==> config.mk <==
export PLATFORM = sky130hd
export DESIGN_NAME = mem_bridge
export DESIGN_NICKNAME = d
export VERILOG_FILES = /design/src/hdl/mem_pkg.sv /design/src/hdl/mem_bridge.sv
export SDC_FILE = /design/constraint.sdc
export NUM_CORES = 1
export LEC_CHECK = 0
export BUFFER_PORTS_ARGS = -buffer_cell sky130_fd_sc_hd__buf_2
export CORE_UTILIZATION = 50
export CTS_BUF_LIST = sky130_fd_sc_hd__clkbuf_4 sky130_fd_sc_hd__clkbuf_8
export DETAILED_ROUTE_END_ITERATION = 12
export MAX_ROUTING_LAYER = met4
export PLACE_DENSITY = 0.88
export REMOVE_ABC_BUFFERS = 1
export SLEW_MARGIN = 0
export SYNTH_ARGS = -nofsm -noshare
export SYNTH_HDL_FRONTEND = slang
export SYNTH_SLANG_ARGS = --single-unit
==> constraint.sdc <==
create_clock -name clk -period 3.7 [get_ports clk]
set_input_delay 0.74 -clock clk [delete_from_list [all_inputs] [get_ports clk]]
set_output_delay 0.74 -clock clk [all_outputs]
set_load 0.1 [all_outputs]
==> src/hdl/mem_pkg.sv <==
// word and byte types, lane sizes and self-test pattern function for the memory subsystem
package mem_pkg;

    localparam int BYTE_BITS  = 8;                      // console data width
    localparam int WORD_BYTES = 2;                      // byte lanes per store word
    localparam int WORD_BITS  = WORD_BYTES * BYTE_BITS; // store word width

    // one console data byte
    typedef logic [BYTE_BITS-1:0] byte_t;

    // one store word with the high lane in bits 15..8 and the low lane in bits 7..0
    typedef logic [WORD_BITS-1:0] word_t;

    // self-test word for a given word index
    // high lane is the index xor 5a and low lane is the inverted index
    // so the two lanes never carry the same byte
    function automatic word_t test_pattern(input logic [31:0] index);
        byte_t idx_byte;
        byte_t high_lane;
        byte_t low_lane;
        idx_byte  = index[BYTE_BITS-1:0];   // only the low byte matters
        high_lane = idx_byte ^ 8'h5A;
        low_lane  = ~idx_byte;
        return {high_lane, low_lane};
    endfunction

endpackage
==> src/hdl/mem_bridge.sv <==
// console byte strobes to store words, init/test sequencing and command mux
`timescale 1ns/1ns

module mem_bridge #(
    parameter int ADDR_WIDTH = 22    // console byte address width
) (
    input  logic                           clk,
    input  logic                           resetn,
    // console side
    input  logic                           read_a,
    input  logic                           read_b,
    input  logic                           write,
    input  logic                           refresh,
    input  logic [ADDR_WIDTH-1:0]          addr,            // byte address
    input  mem_pkg::byte_t                 din,
    output mem_pkg::byte_t                 dout_a,
    output mem_pkg::byte_t                 dout_b,
    output logic                           busy,
    output logic [19:0]                    total_written,
    // self-test side
    input  logic                           test_running,
    input  logic                           fail_high_in,
    input  logic                           fail_low_in,
    input  logic                           test_rd,
    input  logic                           test_wr,
    input  logic [ADDR_WIDTH-2:0]          test_addr,
    input  mem_pkg::word_t                 test_din,
    output logic                           test_start,
    output logic                           fail_high,
    output logic                           fail_low,
    // store side
    output logic                           mem_rd,
    output logic                           mem_wr,
    output logic                           mem_refresh,
    output logic [ADDR_WIDTH-2:0]          mem_addr,        // word address
    output mem_pkg::word_t                 mem_din,
    output logic [mem_pkg::WORD_BYTES-1:0] mem_wmask,
    input  mem_pkg::word_t                 mem_dout,
    input  logic                           mem_data_ready,
    input  logic                           mem_busy
);
    import mem_pkg::*;

    typedef enum logic [1:0] {
        INIT,      // store counting down
        TEST,      // self-test in progress or failed
        NORMAL     // serving console strobes
    } state_t;

    state_t                state;
    logic                  req_rd;        // own command pulses one cycle after accept
    logic                  req_wr;
    logic                  req_refresh;
    logic [ADDR_WIDTH-2:0] req_addr;
    word_t                 req_din;
    logic [WORD_BYTES-1:0] req_wmask;
    logic                  r_read_a;      // which ports wait for data
    logic                  r_read_b;
    logic                  r_lane;        // 1 selects high lane
    logic                  store_seen;    // store went busy on our command
    logic                  any_read;
    logic                  accept;
    byte_t                 lane_byte;

    assign any_read  = read_a | read_b;
    assign accept    = (state == NORMAL) & ~busy & (any_read | write | refresh);
    assign lane_byte = r_lane ? mem_dout[15:8] : mem_dout[7:0];

    // self-test owns the store while running and always writes both lanes
    assign mem_rd      = test_running ? test_rd   : req_rd;
    assign mem_wr      = test_running ? test_wr   : req_wr;
    assign mem_refresh = test_running ? 1'b0      : req_refresh;
    assign mem_addr    = test_running ? test_addr : req_addr;
    assign mem_din     = test_running ? test_din  : req_din;
    assign mem_wmask   = test_running ? '1        : req_wmask;

    always_ff @(posedge clk) begin
        if (!resetn) begin
            state         <= INIT;
            busy          <= 1'b1;
            test_start    <= 1'b0;
            req_rd        <= 1'b0;
            req_wr        <= 1'b0;
            req_refresh   <= 1'b0;
            r_read_a      <= 1'b0;
            r_read_b      <= 1'b0;
            store_seen    <= 1'b0;
            total_written <= '0;
            fail_high     <= 1'b0;
            fail_low      <= 1'b0;
        end else begin
            test_start  <= 1'b0;
            req_rd      <= 1'b0;
            req_wr      <= 1'b0;
            req_refresh <= 1'b0;
            fail_high   <= fail_high_in;   // console copies of the flags
            fail_low    <= fail_low_in;
            case (state)
                INIT: if (!mem_busy) begin
                    test_start <= 1'b1;     // init done so kick off the self-test
                    state      <= TEST;
                end
                TEST: begin
                    // test_start guards the cycle before test_running rises
                    if (!test_start && !test_running && !fail_high_in && !fail_low_in) begin
                        state <= NORMAL;
                        busy  <= 1'b0;
                    end
                end
                NORMAL: if (accept) begin
                    busy        <= 1'b1;
                    req_rd      <= any_read;                       // read has priority
                    req_wr      <= write & ~any_read;
                    req_refresh <= refresh & ~any_read & ~write;
                    r_read_a    <= read_a;
                    r_read_b    <= read_b;
                    store_seen  <= 1'b0;
                    if (write && !any_read)
                        total_written <= total_written + 1'b1;
                end else if (busy) begin
                    if (mem_busy) store_seen <= 1'b1;
                    if ((r_read_a || r_read_b) && mem_data_ready) begin
                        busy     <= 1'b0;   // data latched on this edge by the block below
                        r_read_a <= 1'b0;
                        r_read_b <= 1'b0;
                    end else if (!r_read_a && !r_read_b && store_seen && !mem_busy) begin
                        busy <= 1'b0;       // write or refresh done
                    end
                end
                default: state <= INIT;
            endcase
        end
    end

    // request payload and read latches
    always_ff @(posedge clk) begin
        if (accept) begin
            req_addr  <= addr[ADDR_WIDTH-1:1];
            req_din   <= {din, din};           // same byte on both lanes
            req_wmask <= {addr[0], ~addr[0]};  // mask picks the lane
            r_lane    <= addr[0];
        end
        if (r_read_a && mem_data_ready) dout_a <= lane_byte;
        if (r_read_b && mem_data_ready) dout_b <= lane_byte;
    end

endmodule

======== Word-level counts from Yosys, hierarchy flattened ========
Cells that the tools add are included.
storage, ports and cells
  register bits after elaboration ......... 88
  bits in latches ......................... 0
  RAM bits ................................ 0
  bits in read-only memories .............. 0
  bits of input ports ..................... 96
  output and inout bits ................... 82
  memories ................................ 0
cells by class
  add/sub/neg operators ................... 1
  $mul .................................... 0
  div/mod/pow operators ................... 0
  order comparisons ....................... 0
  eq/ne operators ......................... 4
  shift-type cells ........................ 0
  mux-type cells .......................... 24
  bitwise logic cells ..................... 13
  reduce and logical (&&, ||, !) cells .... 31
operators with widths
  cell                   count
  $mux 21                1
  $add 20x1->20 const B  1
  $mux 1                 16
  $mux 16                1
  $reduce_and 3->1       5
  $logic_and 1x1->1      10
  $logic_not 1->1        8
  $mux 8                 1
  $reduce_bool 2->1      4
  $mux 2                 3
  $pmux 2 s3             1
  $and 1x1->1            5
  $not 1->1              5
  $ne 2x2->1 const B     2
  $reduce_and 2->1       2
  $or 1x1->1             3
  $eq 2x1->1 const B     1
  $eq 2x2->1 const B     1
  $logic_not 2->1        1
  $pmux 1 s2             1
  $logic_or 1x1->1       1

======== Depth between registers and ports, before layout ========
  word-level depth ........................ 9
  depth in mapped cells ................... 6
  mapped depth without buffers ............ 4

======== Least setup slack after synthesis ========
No wires, ideal clock.
  path type ............................... input to output
  start ................................... in test_running
  end ..................................... out mem_refresh
  arrival time ............................ 2.408 ns
  setup slack ............................. 0.552 ns
  stages .................................. 3
  path buffers ............................ 2
  cell sequence ........................... clkbuf_1 clkbuf_1 nor2b_1
between the ends
  word-level cells in the longest chain between the ends .. 1
ends and longest elaborated chain
  element      RTL line          text
  from (decl)  mem_bridge.sv:21  input logic test_running,
  $mux 1       mem_bridge.sv:72  assign mem_refresh = test_running ? 1'b0 : req_refresh;
  to (decl)    mem_bridge.sv:34  output logic mem_refresh,
Every way passes these cells.

======== Worst setup path after layout ========
  start ................................... in test_running
  end ..................................... out mem_addr[17]
between the ends
  word-level cells in the longest chain between the ends .. 1
ends and longest elaborated chain
  element    RTL line          text
  $mux 21    mem_bridge.sv:73  assign mem_addr = test_running ? test_addr : req_addr;
  to (decl)  mem_bridge.sv:35  output logic [ADDR_WIDTH-2:0] mem_addr,
Every way passes these cells.

==> impl_metrics.toml <==
[synth]
ys_ff_latch = 79
synthFlopType = "edfxtp_1"
ys_seq_area_share_pct = 60.7
avgSynthCellArea_um2 = 11.9
ys.warnings.count = 0
synthDistinctLibCells = 40
synthesis.instances = 285
async_flop_share_pct = 0
synth_area_mm2 = 0.00338
synth_edf_count = 47

[floorplanning]
row_count = 29
die_h_um = 84.2
die_area_mm2 = 0.00709
die-width_um = 84.2
core_area_mm2 = 0.00642
start_util_pct = 52.6
ios = 178

[pwr]
power.switching_mw = 0.554
p_per_area_mw_per_mm2 = 435
p_int_mw = 1.42
swShare_pct = 28.0
p_leak_nw = 2.00
pwr-share-comb_pct = 16.9
seqPwrFrac_pct = 47.4
clockPowerShare_pct = 35.7
peakVddDrop_v = 0.000222

[sta]
hold_viol = 0
final_max_slew_viol_count = 0
rsz0062_at_grt = "no"
finalCritPeriodShare_pct = 78.7
period_needed_ps = 2910
fmax_ghz = 0.344
finClkSkew_ps = 6.56
worst_slew_pin_slew_ps = 1190
setup_ws_ps = 789
maxSlewHeadroom_pct = 20.5
finalSetupViolCount = 0
tns_ps = 0
worst_hold_slack_ps = 490

[cts]
cts_resized = 0
hold_buffers = 0
cts_tree = "built"
cts_max_level = 3
clock_latency_ps = 340
post_cts_buffers = 0
clock_path_buffers = 2
cts_root_buf = "clkbuf_8"
clk_pin_slew_ps = 70
cts_inserted_buffers = 9
clock_sinks = 79

[setup_path]
worstPathCellList = "buf_2 -> mux2_2 -> buf_2"
cp.required_ps = 2960
cp-start-kind = "primary input"
worstSetupPathType = "primary input to output pin"
cp.arrival_ps = 2170
cp_max_fo = 51
cp-end-kind = "output pin"
slowest_delay_ps = 680
crit_top_cell = "buf_2"
cp_slowest_cell = "buf_2"

[drt]
drtIter0Drc = 163
drt-pass1-iter-count = 8
routedWlPerCell_um = 15.9
dr_total_vias = 2880
via_per_inst = 5.27
wl_um = 8670
ant_nets = 0
drc = 31

[finish]
fillCellCount = 476
final_common_cell = "buf_2"
diodes = 0
area_growth_pct = 34.6
drive_gt1_share_pct = 49.5
final_nets = 561
final_cell_mix = "buf_2, edfxtp_1, nand2_1"
final_area_mm2 = 0.00455

[run]
drv_cap = 0

[place]
hpwlAfterDp_um = 6590
routabilityCongestion = 0.873
placed_area_mm2 = 0.00433
place_ws_ps = 784
io_buffers = 177

[grt]
grt_usage_pct = 25.5
grt_antenna_before_repair = 0
gr-total-overflow = 0
grt_max_degree = 52
grt_first_pass_wirelength_um = 13200
first_global_vias = 2740

[outcome]
status = "finished, violations left"
violations = "design-rule violations"

[worst_hold_path]
holdCritPathClass = "register to register"
==> sequential cells by signal, indices dropped and copies added (netlist names), 2 cells and up <==
name and count:
dout_a 8, dout_b 8, total_written 20, state 2, req_addr 21, req_wmask 2, req_din 8
==> power by group through the flow <==
stage	Clock (mW)	Combinational [mW]	Sequential, mW
2_1_floorplan	0	0.224	0.975
3_3_place_gp	0	0.328	0.957
3_5_place_dp	0	0.335	0.958
4_1_cts	0.713	0.336	0.937
5_1_grt	0.754	0.348	0.938
6_report	0.706	0.335	0.937
==> logic make-up after synthesis <==
| group | count (synthesis) | synth area share (%) |
|---|---|---|
| muxes | 31 | 10.3 |
| and+or+nand+nor | 118 | 18.9 |
| adders and majority gates | 1 | 0.370 |
| AOI/OAI and AO/OA | 34 | 5.93 |
| xor gates and xnor gates | 6 | 1.56 |
| DFF | 79 | 60.7 |
| buffers and inverters | 16 | 2.15 |
==> critical path, delay by kind of cell <==
| family | cells | cell delay [ps] |
|---|---|---|
| buffers and inverters | 2 | 1100 |
| muxes | 1 | 310 |
==> per-layer routing <==
layer  track usage (%)  vias to the layer above  part of all wire, %
met2              44.8                      105                   54
met4              9.72                        0                  2.4
met1              27.9                     1358                   37
met3              6.49                       17                  6.8
met5                 -                        -                    0
li1                  -                     1400                    -
==> final cells by class <==
type                    count  area [um^2]  area share [%]
clock buffers              12          153            3.36
clock inverters             4         68.8            1.51
well taps                  77         96.3            2.12
flip-flops and latches     79         2050            45.1
inverters                   4         15.0           0.330
repair buffers            180          908            20.0
multi-input cells         190         1250            27.6
==> cells in the mapped netlist (all sizes together) (2+ instances only) <==
library cell	number	area, um^2
nor2b	3	18.8
nor3	4	20.0
o21ai	7	35.0
edfxtp	47	1410
clkbuf	7	26.3
nand3	12	60.1
and2	6	37.5
and4	3	26.3
nand2	42	158
or4b	2	20.0
a21oi	16	80.1
o31ai	6	45.0
nor3b	2	31.3
inv	3	11.3
o21a	2	15.0
or2	2	12.5
or4	6	45.0
buf	5	31.3
nor4	2	12.5
dfxtp	32	641
nand4	8	56.3
xor2	5	43.8
or3	5	31.3
mux2	31	349
nand2b	8	50.1
nor2	9	33.8
and3	3	18.8
==> through the flow <==
step                      cells  utilization [%]  total power [mW]
after global placement      530             67.3              1.29
after global routing        546             70.8              2.04
after detailed placement    530             67.3              1.29
after floorplan             273                -              1.20
final                       546             70.8              1.98
after CTS                   546             70.8              1.99
==> path summary, 6_finish.rpt <==
kind               startpoint          endpoint  slack [ps]  cells past startpoint
min          total_written[1]  total_written[1]         490                      2
min reg2reg  total_written[1]  total_written[1]         490                      2
max              test_running      mem_addr[17]         790                      3
max reg2reg          state[1]      req_addr[18]        1430                      5
Note: power is estimated with default switching activity, not from simulation.
