`config.mk`:
```
export PLATFORM = sky130hd
export DESIGN_NAME = mem_selftest
export DESIGN_NICKNAME = d
export VERILOG_FILES = /design/src/hdl/mem_pkg.sv /design/src/hdl/mem_selftest.sv
export SDC_FILE = /design/constraint.sdc
export NUM_CORES = 1
export LEC_CHECK = 0
export BUFFER_PORTS_ARGS = -buffer_cell sky130_fd_sc_hd__buf_2
export CAP_MARGIN = 20
export CORE_ASPECT_RATIO = 1.25
export CORE_UTILIZATION = 44
export DETAILED_ROUTE_END_ITERATION = 8
export PLACE_DENSITY = 0.69
export SETUP_SLACK_MARGIN = 0.5
export SLEW_MARGIN = 0
export SYNTH_ARGS = -nofsm -noshare
export SYNTH_HDL_FRONTEND = slang
export SYNTH_SLANG_ARGS = --single-unit
```
`constraint.sdc`:
```
create_clock -name clk -period 3.6 [get_ports clk]
set_input_delay 0.54 -clock clk [delete_from_list [all_inputs] [get_ports clk]]
set_output_delay 0.54 -clock clk [all_outputs]
set_load 0.1 [all_outputs]
```
`src/hdl/mem_pkg.sv`:
```
// word and byte types, lane sizes and self-test pattern function for the memory subsystem
package mem_pkg;

    localparam int BYTE_BITS  = 8;                      // console data width
    localparam int WORD_BYTES = 2;                      // byte lanes per store word
    localparam int WORD_BITS  = WORD_BYTES * BYTE_BITS; // store word width

    // one console data byte
    typedef logic [BYTE_BITS-1:0] byte_t;

    // one store word with the high lane in bits 15..8 and the low lane in bits 7..0
    typedef logic [WORD_BITS-1:0] word_t;

    // self-test word for a given word index
    // high lane is the index xor 5a and low lane is the inverted index
    // so the two lanes never carry the same byte
    function automatic word_t test_pattern(input logic [31:0] index);
        byte_t idx_byte;
        byte_t high_lane;
        byte_t low_lane;
        idx_byte  = index[BYTE_BITS-1:0];   // only the low byte matters
        high_lane = idx_byte ^ 8'h5A;
        low_lane  = ~idx_byte;
        return {high_lane, low_lane};
    endfunction

endpackage
```
`src/hdl/mem_selftest.sv`:
```
// write then read-back pattern test engine with per-lane sticky fail flags
`timescale 1ns/1ns

module mem_selftest #(
    parameter int ADDR_WIDTH = 22,    // byte address width
    parameter int TEST_WORDS = 16     // words covered by the test
) (
    input  logic                  clk,
    input  logic                  resetn,
    input  logic                  test_start,      // one-cycle start pulse
    input  mem_pkg::word_t        mem_dout,
    input  logic                  mem_data_ready,
    input  logic                  mem_busy,
    output logic                  test_rd,         // read command pulse
    output logic                  test_wr,         // write command pulse
    output logic [ADDR_WIDTH-2:0] test_addr,       // word address
    output mem_pkg::word_t        test_din,
    output logic                  test_running,
    output logic                  fail_high,       // high lane mismatch seen
    output logic                  fail_low         // low lane mismatch seen
);
    import mem_pkg::*;

    localparam int AW = ADDR_WIDTH - 1;    // word address width

    typedef enum logic [2:0] {
        IDLE,        // waiting for start
        WR_ISSUE,    // wait for store idle before the write
        WR_WAIT,     // wait for store to pick up the write
        RD_ISSUE,    // wait for store idle before the read
        RD_WAIT      // wait for the read data
    } state_t;

    state_t        state;
    logic [AW-1:0] idx;          // current word index for both passes
    word_t         exp_word;     // pattern for the current index
    logic          last_word;

    assign exp_word  = test_pattern(32'(idx));
    assign last_word = (idx == AW'(TEST_WORDS - 1));
    assign test_addr = idx;
    assign test_din  = exp_word;  // only looked at on write pass

    always_ff @(posedge clk) begin
        if (!resetn) begin
            state        <= IDLE;
            idx          <= '0;
            test_rd      <= 1'b0;
            test_wr      <= 1'b0;
            test_running <= 1'b0;
            fail_high    <= 1'b0;
            fail_low     <= 1'b0;
        end else begin
            test_rd <= 1'b0;   // commands are single pulses
            test_wr <= 1'b0;
            case (state)
                IDLE: if (test_start) begin
                    idx          <= '0;
                    test_running <= 1'b1;
                    fail_high    <= 1'b0;   // flags cleared for a fresh run
                    fail_low     <= 1'b0;
                    state        <= WR_ISSUE;
                end
                WR_ISSUE: if (!mem_busy) begin
                    test_wr <= 1'b1;        // lands one cycle after idle seen
                    state   <= WR_WAIT;
                end
                WR_WAIT: if (mem_busy) begin
                    // store has latched address and data
                    if (last_word) begin
                        idx   <= '0;
                        state <= RD_ISSUE;  // switch to read-back pass
                    end else begin
                        idx   <= idx + 1'b1;
                        state <= WR_ISSUE;
                    end
                end
                RD_ISSUE: if (!mem_busy) begin
                    test_rd <= 1'b1;
                    state   <= RD_WAIT;
                end
                RD_WAIT: if (mem_data_ready) begin
                    if (mem_dout[15:8] != exp_word[15:8]) fail_high <= 1'b1;   // sticky
                    if (mem_dout[7:0] != exp_word[7:0])   fail_low  <= 1'b1;
                    if (last_word) begin
                        test_running <= 1'b0;   // flags are final from here
                        state        <= IDLE;
                    end else begin
                        idx   <= idx + 1'b1;
                        state <= RD_ISSUE;
                    end
                end
                default: state <= IDLE;
            endcase
        end
    end

endmodule

```
# Word level (Yosys, flattened, before mapping)
# Cells that the tools add are included.
[totals]
regBits = 29
in_bits = 21
out_inout_bits = 42
wordCells = 62
[classes]
addsub = 1
n_eq_ne = 16
mux = 26
n_bitwise = 2
n_reduce_logical = 10
[ops]
columns = ["operator", "n"]
rows = [
  ["$mux W21", 5],
  ["$pmux W21 S3", 1],
  ["$add A21 B1 Y21 const B", 1],
  ["$eq A21 B4 Y1 const B", 1],
  ["$ne A2 B2 Y1 const B", 9],
  ["$ne A8 B8 Y1", 2],
  ["$mux W3", 5],
  ["$pmux W3 S5", 1],
  ["$reduce_and A4 Y1", 3],
  ["$reduce_and A5 Y1", 2],
  ["$mux W1", 9],
  ["$not A8 Y8", 1],
  ["$eq A3 B2 Y1 const B", 2],
  ["$pmux W1 S2", 3],
  ["$mux W2", 2],
  ["$not A4 Y4", 1],
  ["$reduce_and A2 Y1", 2],
  ["$eq A3 B1 Y1 const B", 1],
  ["$eq A3 B3 Y1 const B", 1],
  ["$logic_not A3 Y1", 1],
  ["$reduce_bool A3 Y1", 1],
  ["$reduce_bool A2 Y1", 1],
]

# Depth between registers and ports, before layout
# Gate-level depths: netlist of the first run.
[logic_depth]
ltp_word = 5
ltp_mapped = 8

# Worst setup path before layout of the first run
# No wires, ideal clock.
[synth_path]
kind = "flip-flop to flip-flop"
start = "register idx[7] (netlist: test_addr[7])"
end = "register idx[9] (netlist: test_addr[9])"
t_arrival_ns = 2.525
required_time_ns = 3.483
slack_ns = 0.958
stages_incl_launch_ff = 8
path_buffers = 1
synth_period_minus_slack_ns = 2.642
path_cell_list = "dfxtp_1 > buf_2 > inv_1 > nor2_1 > nand2_1 > nor4_1 > xnor2_1 > nor2_1"
[synth_via]
elab_chain_len = 4
word_cells_on_any_way = 9
[synth_rtl]
columns = ["item", "line", "text"]
rows = [
  ["start: declaration", "mem_selftest.sv:35", "logic [AW-1:0] idx;"],
  ["start signal: assignment", "mem_selftest.sv:74", "idx <= idx + 1'b1;"],
  ["start signal: assignment", "mem_selftest.sv:89", "idx <= idx + 1'b1;"],
  ["$add A21 B1 Y21 or $eq A21 B4 Y1 (tied branches)", "mem_selftest.sv:74, mem_selftest.sv:89, mem_selftest.sv:40", ""],
  ["$mux W21, on equally long branches", "mem_selftest.sv:85, mem_selftest.sv:70", ""],
  ["$mux W21, on equally long branches", "mem_selftest.sv:82, mem_selftest.sv:68", ""],
  ["$pmux W21 S3", "mem_selftest.sv:56", "case (state)"],
]
# Parallel ways exist; a longest one is shown, timed or not. The select of a mux whose other input is x is not followed.
# A chain may end at the register's enable or synchronous reset.

# Final worst setup path of the first run
[layout_path]
start = "register idx[0] (netlist: test_addr[0])"
end = "register idx[14] (netlist: test_addr[14])"
# Same word-level chain as after synthesis.

==> flow_summary_export.csv, run 1 <==
group,metric,value,unit
finish,multiInputGateArea,1031,um^2
yosys,synthTopCellsByArea,"dfxtp_1, xnor2_1, nor2_1",
grt,globalRouteMet3Util,0.04930,
yosys,synthesis.yosys.warnings,0,
finish,final_common_cell,"buf_2",
pwr,total_power,687.9,uW
worst_setup_path,path_cells,"ha_1, nor4b_1, nand4_2, nor3_4, or3_1, o21ai_0, a21oi_1",
routing,num_vias,1742,
floorplan,die_y,73.67,um
timing,max_freq,392.9,MHz
yosys,synth-seq-cells,29,
timing,finalMaxSlewViolations,0,
worst_setup_path,crit_family,"simple AND/OR/NAND/NOR gates",
timing,hold_violations,0,
timing,tns,0,ns
worst_setup_path,crit_path_top_delay_cell,"nor3_4",
timing,max_slew_margin,0.5760,
clock_tree,tritoncts,"done",
place,port_buffers,62,
timing,period_share,0.7070,
finish,drive_gt1_frac,0.2671,
yosys,synth_fp_nets,253,
grt,grt_overflow_total,0,
routing,ant_nets,0,
finish,diodes,0,
finish,seq_area,580.6,um^2
worst_setup_path,slowest_delay,0.51,ns
grt,grt_use_met2,0.3758,
pwr,switchingPower,193.6,uW
grt,grtUsageTotal,0.2203,
pwr,p_clk_frac,0.360,
timing,setup_viol,0,
timing,finalCriticalPeriod,2.545,ns
worst_hold_path,hp-class,"reg -> reg",
pwr,irDropWorstVdd,0.2155,mV
clock_tree,cts_buffers,5,
timing,worstMarginPinSlew,0.6356,ns
worst_setup_path,worstPathArrival,2.74,ns
floorplan,coreArea,3847,um^2
grt,grt_pass1_vias,1595,
finish,fill_cells,407,
grt,global_route.usage.met1,0.2603,
clock_tree,htree_num_levels,2,
routing,drc,0,
worst_setup_path,worstPathRequired,3.79,ns
job,max-cap-violations,0,
routing,firstDrtPassIters,4,
yosys,ys.flop_type,"dfxtp_1",
routing,avgRoutedWirePerCell,12.84,um
place,dp_hpwl,3186,um
grt,antenna_found_initial,0,
finish,fin_nets,298,
worst_setup_path,startpoint_type,"register",
pwr,p_sw_frac,0.2814,
floorplan,die_area,4371,um^2
timing,skew,0.002867,ns
place,place_ws,1.067,ns
timing,rsz0062_at_grt,"false",
yosys,synthCells,231,
yosys,seq_area_frac_synth,0.3211,
routing,avgViaCountPerCell,5.263,
yosys,synth_edf_count,0,
yosys,avgSynthCellArea,7.827,um^2
pwr,leakage,0.8225,nW
outcome,outcome,"completed",
pwr,seqPwrFrac,0.488,
grt,grt_max_degree,18,
yosys,synth.top_cell.area_share,0.3211,
clock_tree,numClockSinks,29,
yosys,synthesis.area,1808,um^2
clock_tree,ctsResizeCount,0,
pwr,internal_power,494.3,uW
grt,gr-max-usage-layer,"met2",
worst_setup_path,worst-path-buf-inv,0,
floorplan,initial_core_util,0.4699,
clock_tree,clk_latency,0.27,ns
finish,area_growth,16.96,%
routing,wl,4251,um
clock_tree,cts_hold_buffers,0,
floorplan,rows,25,
finish,layout_common_cells,"buf_2, nor2_1, dfxtp_1, xnor2_1, nand2_1",
yosys,async_reset_ff_frac,0,
clock_tree,max-clock-path-buffers,2,
timing,setup_ws,1.055,ns
clock_tree,clk_pin_slew,0.06,ns
clock_tree,cts_setup_buffers,0,
pwr,power_density,325.3,nW/um^2
worst_setup_path,critPathKind,"reg -> reg",
place,gp_congestion,0.8191,
timing,fin_hold_ws,0.4683,ns
grt,grt_first_pass_wirelength,7231,um
yosys,synthDistinctLibCells,39,
pwr,power_frac_comb,0.152,
floorplan,io_pins,63,
clock_tree,root_buffer,"clkbuf_8",
yosys,yosys.area.top_type,"dfxtp_1",
worst_setup_path,cp-end-kind,"register",
worst_setup_path,critPathMaxFanout,15,
floorplan,die_w,59.34,um
routing,drt_iter0_drc,84,
==> final cells by class <==
type / instances / share of cell area
clock buffer: 8 / 0.03787
inverter: 12 / 0.02130
multi-input combinational: 166 / 0.4876
sequential: 29 / 0.2746
tap: 54 / 0.03195
timing repair buffer: 62 / 0.1467
==> cells in the mapped netlist, drive strengths merged, types with 2 or more instances <==
library cell  count
nor4             16
nor3              7
clkbuf            3
nand4            11
o21ai             4
and3              2
buf              21
nand3             6
xor2              6
or3               4
o31ai             5
dfxtp            29
nor3b             4
inv              12
xnor2            24
nor2             30
o21bai            2
a21oi            14
nor4b             3
nand2            17
==> flip-flops by register name, indices dropped and copies added (netlist names) <==
| signal | flops |
|---|---|
| test_rd | 1 |
| state | 3 |
| fail_high | 1 |
| fail_low | 1 |
| test_running | 1 |
| test_wr | 1 |
| test_addr | 21 |
==> layer usage <==
layer	vias up	share of wire
met5	-	0
met4	0	0.016
met3	6	0.033
met2	36	0.50
met1	813	0.45
li1	887	-
==> cells by family (layout without fill, tap and decap cells) <==
logic type / after synthesis / in the layout / synth area share
flip-flops: 29 / 29 / 0.3211
XOR/XNOR: 30 / 30 / 0.1453
adder cells (fa/ha/maj): 1 / 1 / 0.006919
buffers and inverters: 36 / 82 / 0.1086
AND/OR/NAND/NOR: 106 / 106 / 0.3149
AO/OA/AOI/OAI: 28 / 28 / 0.09758
multiplexers: 1 / 1 / 0.005537
==> final timing paths <==
| path | slack [ns] | endpoint | from | depth (start not counted) |
|---|---|---|---|---|
| worst max-delay path | 1.05 | test_addr[14] | test_addr[0] | 7 |
| worst min-delay path | 0.47 | fail_low | fail_low | 2 |
| worst min register to register | 0.47 | fail_low | fail_low | 2 |
| worst max register to register | 1.05 | test_addr[14] | test_addr[0] | 7 |
==> power groups by stage <==
| stage | Combinational (mW) | Sequential, mW | Clock, mW |
|---|---|---|---|
| finish | 0.105 | 0.335 | 0.248 |
| global route | 0.113 | 0.336 | 0.274 |
| CTS | 0.105 | 0.335 | 0.257 |
| detailed placement | 0.105 | 0.342 | 0 |
| global placement | 0.105 | 0.342 | 0 |
| floorplan | 0.0576 | 0.367 | 0 |
==> per-stage QoR <==
step                utilization  area, um^2  cells
detailed placement       0.5288        2034    323
finish                   0.5496        2115    331
floorplan                     -        1808    231
global placement         0.5288        2034    323
CTS                      0.5496        2115    331
global route             0.5496        2115    331
==> worst register-to-register path: stages (launching register included) <==
cell	delay (ns)
dfxtp_1	0.50
ha_1	0.33
nor4b_1	0.33
nand4_2	0.19
nor3_4	0.51
or3_1	0.32
o21ai_0	0.14
a21oi_1	0.15
Power figures use the tool's default switching activity.
==> run 2: changes to the inputs <==
ABC_AREA = 1   (was default)
PLACE_DENSITY = 0.7   (was 0.69)
clock period = 2.2 ns   (was 3.6 ns; I/O delays follow)
==> run 2 against run 1 <==
  * Die area increased by 13%
  * Synthesized cell count grew 47%
  * Register-to-register slack lost 0.48 ns
  * Sequential cell count did not move
  * Count of clock-buffer cells in the layout down 1
  * Sequential power up 92%
  * Fmax increased by 57%
  * Power grew to 4.0 times the previous value
  * Highest routed layer unchanged
==> flow_summary_export.csv, run 2 <==
group,metric,value,unit
job,max-cap-violations,0,
worst_setup_path,startpoint_type,"register",
finish,area_growth,32.16,%
routing,wl,6084,um
yosys,synth_commonest_cells,"nand2_1, nor2_1, inv_1, dfxtp_1, nand3_1",
timing,finalCriticalPeriod,1.621,ns
finish,final_common_cell,"nand2_1",
worst_setup_path,endpoint,"test_addr[18]",
pwr,internal_power,1.300,mW
worst_setup_path,worstPathArrival,1.78,ns
yosys,synthesis.area,2058,um^2
grt,grt_first_pass_wirelength,9363,um
clock_tree,cts_buffers,5,
timing,rsz0062_at_grt,"true",
yosys,yosys.area.top_type,"dfxtp_1",
pwr,p_sw_frac,0.5221,
worst_setup_path,timing.rr.end,"test_addr[18]",
worst_hold_path,hp-class,"in -> reg",
routing,ant_nets,0,
yosys,synthesis.yosys.warnings,0,
timing,worstMarginPinSlew,0.4925,ns
yosys,async_reset_ff_frac,0,
worst_setup_path,worstReg2RegStart,"test_addr[1]",
yosys,seq_area_frac_synth,0.2821,
floorplan,rows,27,
place,gp_congestion,0.9307,
pwr,power_frac_comb,0.610,
clock_tree,clk_pin_slew,0.06,ns
routing,avgViaCountPerCell,5.139,
floorplan,die_w,63.18,um
worst_setup_path,worstRegToRegCells,10,
routing,firstDrtPassIters,4,
floorplan,io_pins,63,
routing,num_vias,2400,
timing,max_freq,617.0,MHz
yosys,synth-xor-area-share,0.04681,
yosys,yosysMostFrequentCell,"nand2_1",
yosys,synthSimpleGateAreaFrac,0.4365,
grt,grtUsageTotal,0.2410,
yosys,avgSynthCellArea,6.054,um^2
clock_tree,root_buffer,"clkbuf_8",
timing,max_slew_margin,0.6739,
yosys,synthCells,340,
worst_setup_path,rrSetupSlack,0.58,ns
finish,layout_common_cells,"nand2_1, buf_2, nor2_1, inv_1, nand3_1",
grt,grt_max_degree,13,
worst_setup_path,critPathLaunch,"test_addr[1]",
finish,fin_nets,430,
clock_tree,tritoncts,"done",
floorplan,die_area,4957,um^2
grt,antenna_found_initial,0,
pwr,irDropWorstVdd,0.7781,mV
clock_tree,clk_latency,0.28,ns
pwr,switchingPower,1.420,mW
timing,tns,0,ns
timing,hold_violations,0,
pwr,power_density,999.7,nW/um^2
yosys,ys.flop_type,"dfxtp_1",
outcome,outcome,"completed",
timing,period_share,0.7368,
yosys,synth_top_family_by_area,"simple AND/OR/NAND/NOR gates",
yosys,synthMuxAreaShare,0,
clock_tree,htree_num_levels,2,
pwr,p_clk_frac,0.154,
worst_setup_path,worstPathRequired,2.36,ns
floorplan,die_y,78.47,um
floorplan,initial_core_util,0.4616,
yosys,synth.top_cell.area_share,0.2821,
grt,grt_pass1_vias,2061,
routing,drt_iter0_drc,124,
yosys,synth_compound_area_frac,0.08997,
timing,skew,0.005906,ns
clock_tree,max-clock-path-buffers,2,
yosys,synth-seq-cells,29,
worst_setup_path,critPathMaxFanout,5,
finish,fin_util,0.6100,
grt,grt_overflow_total,0,
yosys,synth_fa_ha_area_frac,0.006079,
pwr,seqPwrFrac,0.236,
timing,finalMaxSlewViolations,0,
routing,drc,0,
yosys,synth_fp_nets,362,
place,port_buffers,62,
timing,setup_viol,0,
finish,diodes,0,
place,dp_hpwl,4173,um
routing,avgRoutedWirePerCell,13.03,um
finish,largest_reg_flops,21,
yosys,synthTopCellsByArea,"dfxtp_1, nand2_1, nor2_1",
yosys,synth_edf_count,0,
finish,drive_gt1_frac,0.3545,
yosys,synthDistinctLibCells,30,
worst_setup_path,cp-end-kind,"register",
clock_tree,numClockSinks,29,
pwr,leakage,1.147,nW
worst_setup_path,critPathKind,"reg -> reg",
floorplan,coreArea,4459,um^2
-- run 2: cell types whose count changed after synthesis, sizes merged, moves of 15 or more --
cell | previous run | this run
nand2 | 17 | 95
inv | 12 | 43
nor2 | 30 | 58
nand3 | 6 | 26
xnor2 | 24 | 5
nor4 | 16 | 1
-- run 2: metrics by stage --
step	power [mW]	instance area, um^2	setup WS, ns	instances	hold slack (ns)
floorplan	1.738	2168	0.3425	340	0.4074
finish	2.719	2720	0.5792	467	0.2529
CTS	2.377	2531	0.4989	453	0.2478
detailed placement	1.874	2387	0.3452	442	0.4367
global placement	1.859	2387	0.3933	442	0.4373
global route	2.862	2720	0.4678	467	0.2559
-- run 2: area by class of cell --
cell class / instances / area (um^2)
flip-flops and latches: 29 / 631.9
clock buffers: 7 / 76.32
fillers: 405 / 1739
multi-input cells: 253 / 1321
repair inverters: 1 / 7.507
repair buffers: 75 / 420.4
clock inverters: 1 / 5.005
well taps: 58 / 72.57
inverters: 43 / 185.2
-- run 2: cells by family (layout without fill, tap and decap cells) --
| group | Yosys count | after routing |
|---|---|---|
| AO/OA/AOI/OAI | 34 | 34 |
| buffers and inverters | 61 | 127 |
| XOR/XNOR | 11 | 11 |
| adder cells (fa/ha/maj) | 1 | 1 |
| AND/OR/NAND/NOR | 204 | 207 |
| flip-flops | 29 | 29 |
-- run 2: routing by layer --
layer / vias up / GRT usage / routed length (um)
li1: 1219 / - / -
met1: 1044 / 0.2748 / 2503
met2: 117 / 0.4419 / 2922
met3: 20 / 0.04215 / 412
met4: 0 / 0.08864 / 245
met5: - / 0 / 0
-- run 2: power groups by stage --
stage	Sequential, mW	Clock [mW]	Combinational [mW]
final	0.643	0.418	1.66
after CTS	0.646	0.424	1.31
after detailed placement	0.653	0	1.22
after global routing	0.651	0.451	1.76
after global placement	0.650	0	1.21
after floorplan	0.875	0	0.863
-- run 2: worst min-delay path by stage --
| stage | startpoint | endpoint | slack, ns | cells past startpoint |
|---|---|---|---|---|
| finish | mem_busy | test_wr | 0.25 | 2 |
| global route | mem_busy | test_wr | 0.26 | 2 |
| CTS | mem_busy | test_wr | 0.25 | 2 |
| detailed placement | fail_high | fail_high | 0.44 | 2 |
| global placement | fail_high | fail_high | 0.44 | 2 |
| floorplan | mem_busy | test_rd | 0.41 | 1 |
-- run 2: what timing repair did --
item | 4_1_cts | 5_1_grt
hold buffers | 0 | 0
buffers inserted | 1 | 12
endpoints found under the hold margin | 0 | 0
setup endpoints to repair | 21 | 22
pin swaps | 4 | 9
gates resized for setup | 10 | 20
cloned | 2 | 2
-- run 2: worst max-delay path, cell delays in order (launching register included) --
cell        delay [ns]
dfxtp_4           0.38
ha_4              0.17
nand3_4           0.12
nor2_4            0.14
nand3_4           0.12
nand2_2           0.08
nand3_1           0.08
nand2_2           0.11
clkinvlp_4        0.16
nand2_1           0.10
nor2_1            0.04
